<file path="src/logic/rv_isa_pkg.sv">
package rv_isa_pkg;

    localparam int xlen = 32;

    typedef logic [4:0]      reg_addr_t;
    typedef logic [xlen-1:0] xword_t;

    // base RV32I major opcodes
    typedef enum logic [6:0] {
        OPC_OP     = 7'b0110011,
        OPC_OP_IMM = 7'b0010011,
        OPC_LOAD   = 7'b0000011,
        OPC_STORE  = 7'b0100011,
        OPC_BRANCH = 7'b1100011,
        OPC_LUI    = 7'b0110111,
        OPC_AUIPC  = 7'b0010111,
        OPC_JAL    = 7'b1101111,
        OPC_JALR   = 7'b1100111
    } opcode_e;

    // funct3 values, reused by branch, load and store groups
    localparam logic [2:0] FUNCT3_ADD  = 3'b000;
    localparam logic [2:0] FUNCT3_SLL  = 3'b001;
    localparam logic [2:0] FUNCT3_SLT  = 3'b010;
    localparam logic [2:0] FUNCT3_SLTU = 3'b011;
    localparam logic [2:0] FUNCT3_XOR  = 3'b100;
    localparam logic [2:0] FUNCT3_SR   = 3'b101;
    localparam logic [2:0] FUNCT3_OR   = 3'b110;
    localparam logic [2:0] FUNCT3_AND  = 3'b111;

    localparam logic [6:0] FUNCT7_NORM = 7'b0000000;
    localparam logic [6:0] FUNCT7_ALT  = 7'b0100000;

    // instruction field positions
    localparam int OPC_LSB    = 0;
    localparam int OPC_MSB    = 6;
    localparam int RD_LSB     = 7;
    localparam int RD_MSB     = 11;
    localparam int FUNCT3_LSB = 12;
    localparam int FUNCT3_MSB = 14;
    localparam int RS1_LSB    = 15;
    localparam int RS1_MSB    = 19;
    localparam int RS2_LSB    = 20;
    localparam int RS2_MSB    = 24;
    localparam int FUNCT7_LSB = 25;
    localparam int FUNCT7_MSB = 31;

    // immediate widths before extension, b and j include the implicit zero lsb
    localparam int I_IMM_SIZE = 12;
    localparam int S_IMM_SIZE = 12;
    localparam int B_IMM_SIZE = 13;
    localparam int U_IMM_SIZE = 20;
    localparam int J_IMM_SIZE = 21;

    typedef enum logic [4:0] {
        ALU_ADD, ALU_SUB, ALU_SLL, ALU_SLT, ALU_SLTU,
        ALU_XOR, ALU_SRL, ALU_SRA, ALU_OR, ALU_AND,
        ALU_BEQ, ALU_BNE, ALU_BLT, ALU_BGE, ALU_BLTU, ALU_BGEU,
        ALU_LB, ALU_LH, ALU_LW, ALU_LBU, ALU_LHU,
        ALU_SB, ALU_SH, ALU_SW,
        ALU_LUI, ALU_AUIPC, ALU_JAL, ALU_JALR,
        ALU_NOP
    } alu_op_e;

endpackage
</file>
<file path="src/logic/idu_pipe_pkg.sv">
package idu_pipe_pkg;

    import rv_isa_pkg::*;

    // packet offered by fetch
    typedef struct packed {
        xword_t instr;
        xword_t pc;
    } fetch_pkt_t;

    // one writeback path, is_ld only meaningful on the lsu port
    typedef struct packed {
        logic      vld;
        logic      is_ld;
        reg_addr_t addr;
        xword_t    data;
    } wb_port_t;

    // decoder result, before operands are attached
    typedef struct packed {
        alu_op_e   op;
        xword_t    imm;
        logic      use_imm;
        logic      use_rs1;
        logic      use_rs2;
        logic      wb_vld;
        reg_addr_t rd;
    } dec_info_t;

    // micro-op handed to the alu
    typedef struct packed {
        dec_info_t info;
        xword_t    src1;
        xword_t    src2;
        xword_t    pc;
    } uop_t;

endpackage

</file>
<file path="src/logic/idu_top.sv">
`timescale 1ns/1ps

module idu_top (
    input  logic                     clk_i,
    input  logic                     arst_n_i,
    input  logic                     fetch_vld_i,
    input  idu_pipe_pkg::fetch_pkt_t fetch_i,
    output logic                     fetch_rdy_o,
    input  idu_pipe_pkg::wb_port_t   alu_wb_i,
    input  idu_pipe_pkg::wb_port_t   lsu_wb_i,
    input  idu_pipe_pkg::wb_port_t   rf_wb_i,
    output rv_isa_pkg::reg_addr_t    rf_rs1_addr_o,
    output rv_isa_pkg::reg_addr_t    rf_rs2_addr_o,
    input  rv_isa_pkg::xword_t       rf_rs1_data_i,
    input  rv_isa_pkg::xword_t       rf_rs2_data_i,
    input  logic                     flush_i,
    input  logic                     alu_rdy_i,
    output logic                     uop_vld_o,
    output idu_pipe_pkg::uop_t       uop_o
);
    import rv_isa_pkg::*;
    import idu_pipe_pkg::*;

    dec_info_t dec_info;
    xword_t    rs1_val;
    xword_t    rs2_val;
    logic      ld_hazard;

    rv_inst_decoder u_decoder (
        .instr_i (fetch_i.instr),
        .info_o  (dec_info)
    );

    // operands read in the same cycle as decode
    operand_bypass u_bypass (
        .instr_i       (fetch_i.instr),
        .use_rs1_i     (dec_info.use_rs1),
        .use_rs2_i     (dec_info.use_rs2),
        .alu_wb_i      (alu_wb_i),
        .lsu_wb_i      (lsu_wb_i),
        .rf_wb_i       (rf_wb_i),
        .rf_rs1_data_i (rf_rs1_data_i),
        .rf_rs2_data_i (rf_rs2_data_i),
        .rf_rs1_addr_o (rf_rs1_addr_o),
        .rf_rs2_addr_o (rf_rs2_addr_o),
        .rs1_val_o     (rs1_val),
        .rs2_val_o     (rs2_val),
        .ld_hazard_o   (ld_hazard)
    );

    decode_stage_reg u_stage (
        .clk_i       (clk_i),
        .arst_n_i    (arst_n_i),
        .fetch_vld_i (fetch_vld_i),
        .fetch_i     (fetch_i),
        .info_i      (dec_info),
        .rs1_val_i   (rs1_val),
        .rs2_val_i   (rs2_val),
        .ld_hazard_i (ld_hazard),
        .flush_i     (flush_i),
        .alu_rdy_i   (alu_rdy_i),
        .fetch_rdy_o (fetch_rdy_o),
        .uop_vld_o   (uop_vld_o),
        .uop_o       (uop_o)
    );

endmodule

</file>
<file path="src/logic/decode_stage_reg.sv">
`timescale 1ns/1ps

module decode_stage_reg (
    input  logic                     clk_i,
    input  logic                     arst_n_i,
    input  logic                     fetch_vld_i,
    input  idu_pipe_pkg::fetch_pkt_t fetch_i,
    input  idu_pipe_pkg::dec_info_t  info_i,
    input  rv_isa_pkg::xword_t       rs1_val_i,
    input  rv_isa_pkg::xword_t       rs2_val_i,
    input  logic                     ld_hazard_i,
    input  logic                     flush_i,
    input  logic                     alu_rdy_i,
    output logic                     fetch_rdy_o,
    output logic                     uop_vld_o,
    output idu_pipe_pkg::uop_t       uop_o
);
    import rv_isa_pkg::*;
    import idu_pipe_pkg::*;

    logic   accept;
    xword_t src2_sel;
    uop_t   uop_nxt;

    // room when empty or the held uop leaves this cycle
    assign fetch_rdy_o = (!uop_vld_o || alu_rdy_i) && !ld_hazard_i;
    assign accept      = fetch_vld_i && fetch_rdy_o && !flush_i;

    assign src2_sel = info_i.use_imm ? info_i.imm : rs2_val_i;

    assign uop_nxt = '{
        info: info_i,
        src1: rs1_val_i,
        src2: src2_sel,
        pc:   fetch_i.pc
    };

    always_ff @(posedge clk_i or negedge arst_n_i) begin
        if (!arst_n_i) begin
            uop_vld_o <= 1'b0;
        end else if (flush_i) begin
            uop_vld_o <= 1'b0;
        end else if (accept) begin
            uop_vld_o <= 1'b1;
        end else if (alu_rdy_i) begin
            uop_vld_o <= 1'b0;
        end
    end

    always_ff @(posedge clk_i) begin
        if (accept) begin
            uop_o <= uop_nxt;
        end
    end

    a_hold_under_backpressure: assert property (
        @(posedge clk_i) disable iff (!arst_n_i)
        uop_vld_o && !alu_rdy_i && !flush_i |=> uop_vld_o && $stable(uop_o)
    ) else $error("uop changed while the alu was not ready");

    a_flush_empties_stage: assert property (
        @(posedge clk_i) disable iff (!arst_n_i)
        flush_i |=> !uop_vld_o
    ) else $error("uop still valid after flush");

endmodule

</file>
<file path="src/logic/operand_bypass.sv">
`timescale 1ns/1ps

module operand_bypass (
    input  rv_isa_pkg::xword_t     instr_i,
    input  logic                   use_rs1_i,
    input  logic                   use_rs2_i,
    input  idu_pipe_pkg::wb_port_t alu_wb_i,
    input  idu_pipe_pkg::wb_port_t lsu_wb_i,
    input  idu_pipe_pkg::wb_port_t rf_wb_i,
    input  rv_isa_pkg::xword_t     rf_rs1_data_i,
    input  rv_isa_pkg::xword_t     rf_rs2_data_i,
    output rv_isa_pkg::reg_addr_t  rf_rs1_addr_o,
    output rv_isa_pkg::reg_addr_t  rf_rs2_addr_o,
    output rv_isa_pkg::xword_t     rs1_val_o,
    output rv_isa_pkg::xword_t     rs2_val_o,
    output logic                   ld_hazard_o
);
    import rv_isa_pkg::*;
    import idu_pipe_pkg::*;

    reg_addr_t rs1_addr;
    reg_addr_t rs2_addr;

    // x0 is hardwired, never take it from a writeback port
    function automatic logic port_hit(wb_port_t port, reg_addr_t addr);
        return port.vld && (port.addr == addr) && (addr != '0);
    endfunction

    // youngest result first: alu, then lsu, then rf write port
    function automatic xword_t fwd_value(logic used, reg_addr_t addr, xword_t rf_data,
                                         wb_port_t alu, wb_port_t lsu, wb_port_t rf);
        xword_t val;
        val = rf_data;
        if (used && port_hit(alu, addr)) begin
            val = alu.data;
        end else if (used && port_hit(lsu, addr)) begin
            val = lsu.data;
        end else if (used && port_hit(rf, addr)) begin
            val = rf.data;
        end
        return val;
    endfunction

    assign rs1_addr = instr_i[RS1_MSB:RS1_LSB];
    assign rs2_addr = instr_i[RS2_MSB:RS2_LSB];

    assign rf_rs1_addr_o = rs1_addr;
    assign rf_rs2_addr_o = rs2_addr;

    assign rs1_val_o = fwd_value(use_rs1_i, rs1_addr, rf_rs1_data_i, alu_wb_i, lsu_wb_i, rf_wb_i);
    assign rs2_val_o = fwd_value(use_rs2_i, rs2_addr, rf_rs2_data_i, alu_wb_i, lsu_wb_i, rf_wb_i);

    // load data not back yet, stage must wait
    assign ld_hazard_o = lsu_wb_i.is_ld
                       && ((use_rs1_i && port_hit(lsu_wb_i, rs1_addr))
                       ||  (use_rs2_i && port_hit(lsu_wb_i, rs2_addr)));

endmodule

</file>
<file path="src/logic/rv_inst_decoder.sv">
`timescale 1ns/1ps

module rv_inst_decoder (
    input  rv_isa_pkg::xword_t      instr_i,
    output idu_pipe_pkg::dec_info_t info_o
);
    import rv_isa_pkg::*;
    import idu_pipe_pkg::*;

    opcode_e    opcode;
    logic [2:0] funct3;
    logic [6:0] funct7;
    logic       f7_norm;
    logic       f7_alt;
    logic       is_reg;
    logic       arith_ok;

    logic       fmt_r;
    logic       fmt_i;
    logic       fmt_s;
    logic       fmt_b;
    logic       fmt_u;
    logic       fmt_j;

    xword_t     imm_i;
    xword_t     imm_s;
    xword_t     imm_b;
    xword_t     imm_u;
    xword_t     imm_j;
    alu_op_e    op;

    assign opcode = opcode_e'(instr_i[OPC_MSB:OPC_LSB]);
    assign funct3 = instr_i[FUNCT3_MSB:FUNCT3_LSB];
    assign funct7 = instr_i[FUNCT7_MSB:FUNCT7_LSB];

    assign f7_norm  = (funct7 == FUNCT7_NORM);
    assign f7_alt   = (funct7 == FUNCT7_ALT);
    assign is_reg   = (opcode == OPC_OP);
    // immediate forms ignore funct7 except for shifts
    assign arith_ok = !is_reg || f7_norm;

    assign fmt_r = (opcode == OPC_OP);
    assign fmt_i = (opcode == OPC_OP_IMM) || (opcode == OPC_LOAD) || (opcode == OPC_JALR);
    assign fmt_s = (opcode == OPC_STORE);
    assign fmt_b = (opcode == OPC_BRANCH);
    assign fmt_u = (opcode == OPC_LUI) || (opcode == OPC_AUIPC);
    assign fmt_j = (opcode == OPC_JAL);

    assign imm_i = {{(xlen-I_IMM_SIZE){instr_i[31]}}, instr_i[31:20]};
    assign imm_s = {{(xlen-S_IMM_SIZE){instr_i[31]}}, instr_i[31:25], instr_i[11:7]};
    assign imm_b = {{(xlen-B_IMM_SIZE){instr_i[31]}}, instr_i[31], instr_i[7],
                    instr_i[30:25], instr_i[11:8], 1'b0};
    assign imm_u = {instr_i[31:12], {(xlen-U_IMM_SIZE){1'b0}}};
    assign imm_j = {{(xlen-J_IMM_SIZE){instr_i[31]}}, instr_i[31], instr_i[19:12],
                    instr_i[20], instr_i[30:21], 1'b0};

    always_comb begin
        op = ALU_NOP;
        case (opcode)
            OPC_OP, OPC_OP_IMM: begin
                case (funct3)
                    FUNCT3_ADD:  op = (is_reg && f7_alt) ? ALU_SUB : (arith_ok ? ALU_ADD : ALU_NOP);
                    FUNCT3_SLL:  op = f7_norm ? ALU_SLL : ALU_NOP;
                    FUNCT3_SLT:  op = arith_ok ? ALU_SLT : ALU_NOP;
                    FUNCT3_SLTU: op = arith_ok ? ALU_SLTU : ALU_NOP;
                    FUNCT3_XOR:  op = arith_ok ? ALU_XOR : ALU_NOP;
                    FUNCT3_SR:   op = f7_alt ? ALU_SRA : (f7_norm ? ALU_SRL : ALU_NOP);
                    FUNCT3_OR:   op = arith_ok ? ALU_OR : ALU_NOP;
                    FUNCT3_AND:  op = arith_ok ? ALU_AND : ALU_NOP;
                    default:     op = ALU_NOP;
                endcase
            end
            OPC_BRANCH: begin
                case (funct3)
                    FUNCT3_ADD: op = ALU_BEQ;
                    FUNCT3_SLL: op = ALU_BNE;
                    FUNCT3_XOR: op = ALU_BLT;
                    FUNCT3_SR:  op = ALU_BGE;
                    FUNCT3_OR:  op = ALU_BLTU;
                    FUNCT3_AND: op = ALU_BGEU;
                    default:    op = ALU_NOP;
                endcase
            end
            OPC_LOAD: begin
                case (funct3)
                    FUNCT3_ADD: op = ALU_LB;
                    FUNCT3_SLL: op = ALU_LH;
                    FUNCT3_SLT: op = ALU_LW;
                    FUNCT3_XOR: op = ALU_LBU;
                    FUNCT3_SR:  op = ALU_LHU;
                    default:    op = ALU_NOP;
                endcase
            end
            OPC_STORE: begin
                case (funct3)
                    FUNCT3_ADD: op = ALU_SB;
                    FUNCT3_SLL: op = ALU_SH;
                    FUNCT3_SLT: op = ALU_SW;
                    default:    op = ALU_NOP;
                endcase
            end
            OPC_LUI:   op = ALU_LUI;
            OPC_AUIPC: op = ALU_AUIPC;
            OPC_JAL:   op = ALU_JAL;
            OPC_JALR:  op = (funct3 == FUNCT3_ADD) ? ALU_JALR : ALU_NOP;
            default:   op = ALU_NOP;
        endcase
    end

    assign info_o.op      = op;
    // formats are one-hot, so and-or selection is enough
    assign info_o.imm     = ({xlen{fmt_i}} & imm_i) | ({xlen{fmt_s}} & imm_s)
                          | ({xlen{fmt_b}} & imm_b) | ({xlen{fmt_u}} & imm_u)
                          | ({xlen{fmt_j}} & imm_j);
    assign info_o.use_imm = fmt_i || fmt_u || fmt_j;
    assign info_o.use_rs1 = fmt_r || fmt_i || fmt_s || fmt_b;
    assign info_o.use_rs2 = fmt_r || fmt_s || fmt_b;
    assign info_o.wb_vld  = fmt_r || fmt_i || fmt_u || fmt_j;
    assign info_o.rd      = instr_i[RD_MSB:RD_LSB];

endmodule

</file>
<file path="config.mk">
export PLATFORM = sky130hd
export DESIGN_NAME = idu_top
export DESIGN_NICKNAME = d
export VERILOG_FILES = /design/src/logic/rv_isa_pkg.sv /design/src/logic/idu_pipe_pkg.sv /design/src/logic/idu_top.sv /design/src/logic/decode_stage_reg.sv /design/src/logic/operand_bypass.sv /design/src/logic/rv_inst_decoder.sv
export SDC_FILE = /design/constraint.sdc
export NUM_CORES = 1
export LEC_CHECK = 0
export BUFFER_PORTS_ARGS = -buffer_cell sky130_fd_sc_hd__buf_2
export CAP_MARGIN = 20
export CORE_AREA = 2 2 158 160
export CTS_CLUSTER_SIZE = 30
export DETAILED_ROUTE_END_ITERATION = 12
export DIE_AREA = 0 0 160 162
export PLACE_DENSITY = 0.7
export SKIP_CTS_REPAIR_TIMING = 1
export SLEW_MARGIN = 20
export SYNTH_ARGS = -nofsm -noshare
export SYNTH_HDL_FRONTEND = slang
export SYNTH_SLANG_ARGS = --single-unit
</file>
<file path="constraint.sdc">
create_clock -name clk_i -period 10.35 [get_ports clk_i]
set_input_delay 1.035 -clock clk_i [delete_from_list [all_inputs] [get_ports clk_i]]
set_output_delay 1.035 -clock clk_i [all_outputs]
set_load 0.005 [all_outputs]
</file>
; Word-level counts from Yosys, hierarchy flattened
; Cells that the tools add are included.
[word_totals]
reg_bits = 143
input_bits = 250
output_inout_bits = 154
wordCells = 117
[classes]
eq_ne = 23
mux = 26
n_bitwise = 9
n_reduce_logical = 48
[op_table]
columns = op, count
row1 = 32-bit 2-to-1 mux, 7
row2 = 32-bit bitwise AND, 5
row3 = 32-bit bitwise OR, 4
row4 = 5-bit case mux with 8 select lines, 2
row5 = 5-bit 2-to-1 mux, 10
row6 = 5-bit equality test, 6
row7 = 5-bit case mux with 6 select lines, 1
row8 = 7-bit by 6-bit equality test with 1-bit output (second input constant), 4
row9 = 1-bit logical AND, 23
row10 = 7-bit equality test (second input constant), 3
row11 = 4-bit case mux with 5 select lines, 1
row12 = 1-bit logical OR, 15
row13 = 7-bit by 5-bit equality test with 1-bit output (second input constant), 2
row14 = 3-bit equality test (second input constant), 4
row15 = 4-bit case mux with 3 select lines, 1
row16 = 5-bit nonzero test, 2
row17 = 7-bit by 2-bit equality test with 1-bit output (second input constant), 1
row18 = 7-bit zero test, 1
row19 = 3-bit by 2-bit equality test with 1-bit output (second input constant), 2
row20 = 1-bit zero test, 4
row21 = 3-bit by 1-bit equality test with 1-bit output (second input constant), 1
row22 = 3-bit zero test, 1
row23 = 1-bit 2-to-1 mux, 3
row24 = 3-bit 2-to-1 mux, 1
row25 = other kinds (2), 2

; Logic depth before layout (Yosys ltp)
[logic_depth]
depth_word = 15
ltp_mapped = 10
depth_no_buf = 8

; By module
; Synthesis repeated with hierarchy kept, for this count alone.
[hier_totals]
hier_cells = 807
area_unflattened_um2 = 8853.5
[modules_own_cells]
columns = mod, instances, cells_per_inst, area_each_um2, seq_area_each_um2
row1 = decode_stage_reg, 1, 185, 4865.9, 4289.1
row2 = operand_bypass, 1, 448, 2822.7, 0.0
row3 = rv_inst_decoder, 1, 174, 1164.9, 0.0

; Worst setup path before layout
; No wires, ideal clock.
[synth_timing]
path_kind = input to register
startpoint = in fetch_i[53] (netlist name)
endpoint = reg, netlist name u_stage.uop_o[0]
setup_ns = 0.521
t_arrival_ns = 5.587
t_required_ns = 9.829
setup_slack_ns = 4.243
stages = 8
path_buffers = 2
path_cell_list = buf_2 or4_1 nor2_1 or2_0 buf_2 o2bb2ai_1 nand2_1 and4b_1
[synth_between]
elab_chain_cells = 10
word_cells_on_any_way = 11
classes_between = 1 x eq/ne / 10 x reduce/logical
[synth_lines]
columns = element, line
row1 = "start, declared", idu_top.sv:7  ; input idu_pipe_pkg::fetch_pkt_t fetch_i,
row2 = 5-bit equality test, operand_bypass.sv:26  ; return port.vld && (port.addr == addr) && (addr != '0);
row3 = 1-bit logical AND, operand_bypass.sv:26
row4 = 1-bit logical AND (*), operand_bypass.sv:26
row5 = 1-bit logical AND (*), operand_bypass.sv:56  ; || (use_rs2_i && port_hit(lsu_wb_i, rs2_addr)));
row6 = 1-bit logical OR (*), operand_bypass.sv:56
row7 = 1-bit logical AND (*), operand_bypass.sv:55  ; && ((use_rs1_i && port_hit(lsu_wb_i, rs1_addr))
row8 = 1-bit zero test (*), decode_stage_reg.sv:26  ; assign fetch_rdy_o = (!uop_vld_o || alu_rdy_i) && !ld_hazard_i;
row9 = 1-bit logical AND (*), decode_stage_reg.sv:26
row10 = 1-bit logical AND (*) (2 in a row), decode_stage_reg.sv:27  ; assign accept = fetch_vld_i && fetch_rdy_o && !flush_i;
row11 = via u_stage.accept, decode_stage_reg.sv:21  ; logic accept;
; The timed path passes the listed nets; every way through them passes the cells marked *.
; A chain may end at the register's enable or synchronous reset.

; Final worst setup path
[layout_timing]
startpoint = in fetch_i[50] (netlist name)
endpoint = out fetch_rdy_o
[layout_between]
elab_chain_cells = 8
word_cells_on_any_way = 9
classes_between = 1 x eq/ne / 8 x reduce/logical
[layout_lines]
columns = element, line
row1 = 5-bit equality test, operand_bypass.sv:26
row2 = 1-bit logical AND, operand_bypass.sv:26
row3 = 1-bit logical AND (*), operand_bypass.sv:26
row4 = 1-bit logical AND (*), operand_bypass.sv:55
row5 = 1-bit logical OR (*), operand_bypass.sv:56
row6 = 1-bit logical AND (*), operand_bypass.sv:55
row7 = 1-bit zero test (*), decode_stage_reg.sv:26
row8 = 1-bit logical AND (*), decode_stage_reg.sv:26
row9 = "end, declared", idu_top.sv:8  ; output logic fetch_rdy_o,
; Every way passes the cells marked *; elsewhere a longest branch is shown, timed or not.

==> impl_metrics.ini <==
[worst_setup_path]
critical-path-max-stage-delay_ns = 0.83
worst-path-max-fanout = 35
required_ns = 9.32
worst_path_dominant_cell_family = simple AND/OR/NAND/NOR gates
worst-setup-path-type = in -> out
start_kind = input port
critical-path-top-cell-by-count = sky130_fd_sc_hd__buf_2
worst_ep_arrival_ns = 3.15
regToRegSetupSlack_ns = 8.39
crit_buf_inv = 2
worstReg2RegStart = u_stage.uop_vld_o
cp-end-kind = output pin
critical-path-slowest-cell = sky130_fd_sc_hd__and3_2
worst_setup_path_startpoint = fetch_i[50]
timing.reg2reg.worst_path_depth = 3
regToRegEndpoint = u_stage.uop_o[38]
worstPathCellList = buf_2, xor2_1, nor4_1, and3_2, o2bb2ai_1, nand2_1, and2_1, buf_2

[detailed_routing]
drt-pass1-iter-count = 5
routed-via-count = 7935
drtIter0Drc = 827
number_of_nets_still_failing_antenna_checks_after_routing = 0
routed_via_density = 5.60
totalWireLength_mm = 34.1
route.detailed.drc = 0
post_drt_wl_per_cell_um = 24.1

[synth]
flip_flop_and_latch_count_after_synthesis = 143
async_reset_ff_share_pct = 0.699
synth_top_family_by_area = compound AO/OA/AOI/OAI gates
synth_nets = 972
synth.avg_cell_area_um2 = 10.9
multiplexer_fraction_of_the_synthesized_cell_area_pct = 0.270
seq_total_area_yosys_pct = 54.4
netlist_area_um2 = 7880
ys_warn_count = 0
area_share_of_the_largest_cell_type_after_synthesis_pct = 54.1
synth_compound_area_share_pct = 24.7
synthAdderAreaFrac_pct = 0
synth_enable_flop_cells = 142
synth_area_leader_cell = sky130_fd_sc_hd__edfxtp_1
netlist_top_cells_area = sky130_fd_sc_hd__edfxtp_1 54%, sky130_fd_sc_hd__nand2_1 5.0%, sky130_fd_sc_hd__o21ai_0 4.3%
synth-simple-area-share_pct = 11.7
synth_cell_type_count = 66
synth_cells = 722
synth_area_in_xor_xnor_pct = 3.44
yosys_most_used_dff = sky130_fd_sc_hd__edfxtp_1

[global_routing]
globalRouteTotalUtil_pct = 25.2
grt_busiest_layer = met2
grt.met3_usage_pct = 7.30
grt_first_pass_wirelength_mm = 48.2
maximum_number_of_pins_on_one_net_before_global_route_repair = 77
grt_util_met2_pct = 43.6
grt_pass1_vias = 7691
gr-total-overflow = 0
gr_met1_demand_resource_pct = 29.9
initial_antenna_violation_count = 9

[power]
cellPowerDensity_nw_per_um2 = 139
vdd_ir_drop_max_mv = 0.101
report.power.total_mw = 1.48
power.static_leakage_nw = 4.40

[floorplan]
fp.dieW_um = 160
design.core.area_um2 = 24100
design.die.area_um2 = 25900
i_o_pin_cnt = 404
starting_density_of_the_core_pct = 32.7
fp.dieH_um = 162
num_rows = 57

[outcome]
result_of_the_run = completed

[clock_tree]
number_of_buffers_created_by_cts = 17
clkSlewWorstSetupHoldPaths_ns = 0.06
level_count_of_the_clock_h_tree = 4
cts.path.max_buffers = 2
tritoncts_clock_tree = done
clk_root_buffer_cell = sky130_fd_sc_hd__clkbuf_16
clkLatencyLatePin_ns = 0.43
clock_sink_count = 143

[sta]
post_layout_min_period_ns = 4.18
timing_max_transition_violations_final = 0
fmax_ghz = 0.239
setup_viol_count_final = 0
tightest_pin_transition_ns = 1.09
final.setup.tns_ns = 0
fin_crit_sh_pct = 40.4
final_hold_viol_count = 0
fin_worst_skew_ns = 0.0143
slew_headroom_pct = 26.8
grt_setup_unrepaired = false

[min_path]
kind_of_path_behind_the_tightest_hold_check = in -> async

[layout]
mostFrequentLayoutCell = sky130_fd_sc_hd__buf_2
flow.area_growth_from_synthesis_pct = 34.7
utilization_pct = 44.1
fin_nets = 1326
final_layout_size_suffix_gt1_share_pct = 44.0
layout_common_cells = 401 x sky130_fd_sc_hd__buf_2, 142 x sky130_fd_sc_hd__edfxtp_1, 103 x sky130_fd_sc_hd__nand2_1

[placement]
gp_congestion = 0.923
buffer_ports.inserted = 401
detailedPlacementHpwl_mm = 25.2

[run]
drv.max_cap_violation_count = 0
-- layer usage --
| layer | share of wire, % | vias to the layer above |
|---|---|---|
| li1 | - | 3549 |
| met2 | 49 | 492 |
| met1 | 38 | 3796 |
| met5 | 0.25 | - |
| met4 | 3.3 | 12 |
| met3 | 9.4 | 86 |
-- logic make-up (layout without fill, tap and decap cells) --
logic type,count (synthesis),after routing
AND/OR/NAND/NOR,191,191
XOR/XNOR,31,31
flip-flops,143,143
AO/OA/AOI/OAI,262,262
multiplexers,2,2
other,0,3
buffers and inverters,93,460
-- worst reg2reg max path: cells and delay by family, from the launching register on --
kind	cells	cell delay [ns]
buffers and inverters	1	0.73
flip-flops	1	0.39
AND/OR/NAND/NOR	2	0.38
-- synthesized netlist by cell type (all sizes together), types with 2 or more instances --
cell type  number
a311oi         14
nor3            7
a211oi         13
a32oi           8
o211a          11
nand2b          2
a22o            5
edfxtp        142
nor2b           5
nor2           22
a22oi           2
o21a            2
xnor2           9
buf            40
and2           10
a2bb2oi        10
or3             3
and3            8
o21ai          83
or2             2
a211o           2
o31ai           3
clkbuf         36
o22ai          23
a21oi          11
o221ai         12
nand2         104
nand3           8
nor4            6
inv            16
o21bai          2
a221oi         32
or4             2
o221a          20
nand4           3
nand3b          2
xor2           22
-- flip-flops by register name, indices dropped and copies added, names as in the netlist --
signal / cells
u_stage.uop_o: 142
u_stage.uop_vld_o: 1
-- worst max-delay path by stage --
stage	depth (start not counted)	slack, ns	end
after detailed placement	8	6.18	fetch_rdy_o
after floorplan	8	4.24	u_stage.uop_o[0]
after global placement	8	6.22	fetch_rdy_o
after CTS	8	6.18	fetch_rdy_o
final	8	6.17	fetch_rdy_o
after global routing	8	6.09	fetch_rdy_o
-- where the power goes --
part	internal [mW]	switching, mW	total, mW
registers	0.668	0.00632	0.674
clock network	0.320	0.290	0.610
logic	0.0840	0.113	0.197
-- area by class of cell --
cell class	count	area, µm²
antenna	3	7.51
clock buffer	17	425
clock inverter	15	146
fill	2378	13500
inverter	17	63.8
multi-input combinational	486	3200
sequential	143	4290
tap	324	405
timing repair buffer	411	2080
-- through the flow --
step / hold slack, ns / worst slack (ns) / instance area [µm²] / cells
2_1_floorplan: 0.597 / 4.24 / 7880 / 722
3_3_place_gp: 0.607 / 6.22 / 10000 / 1381
3_5_place_dp: 0.659 / 6.18 / 10000 / 1381
4_1_cts: 0.366 / 6.18 / 10600 / 1413
5_1_grt: 0.368 / 6.09 / 10600 / 1414
6_report: 0.383 / 6.17 / 10600 / 1416
Note: power is estimated with default switching activity, not from simulation.
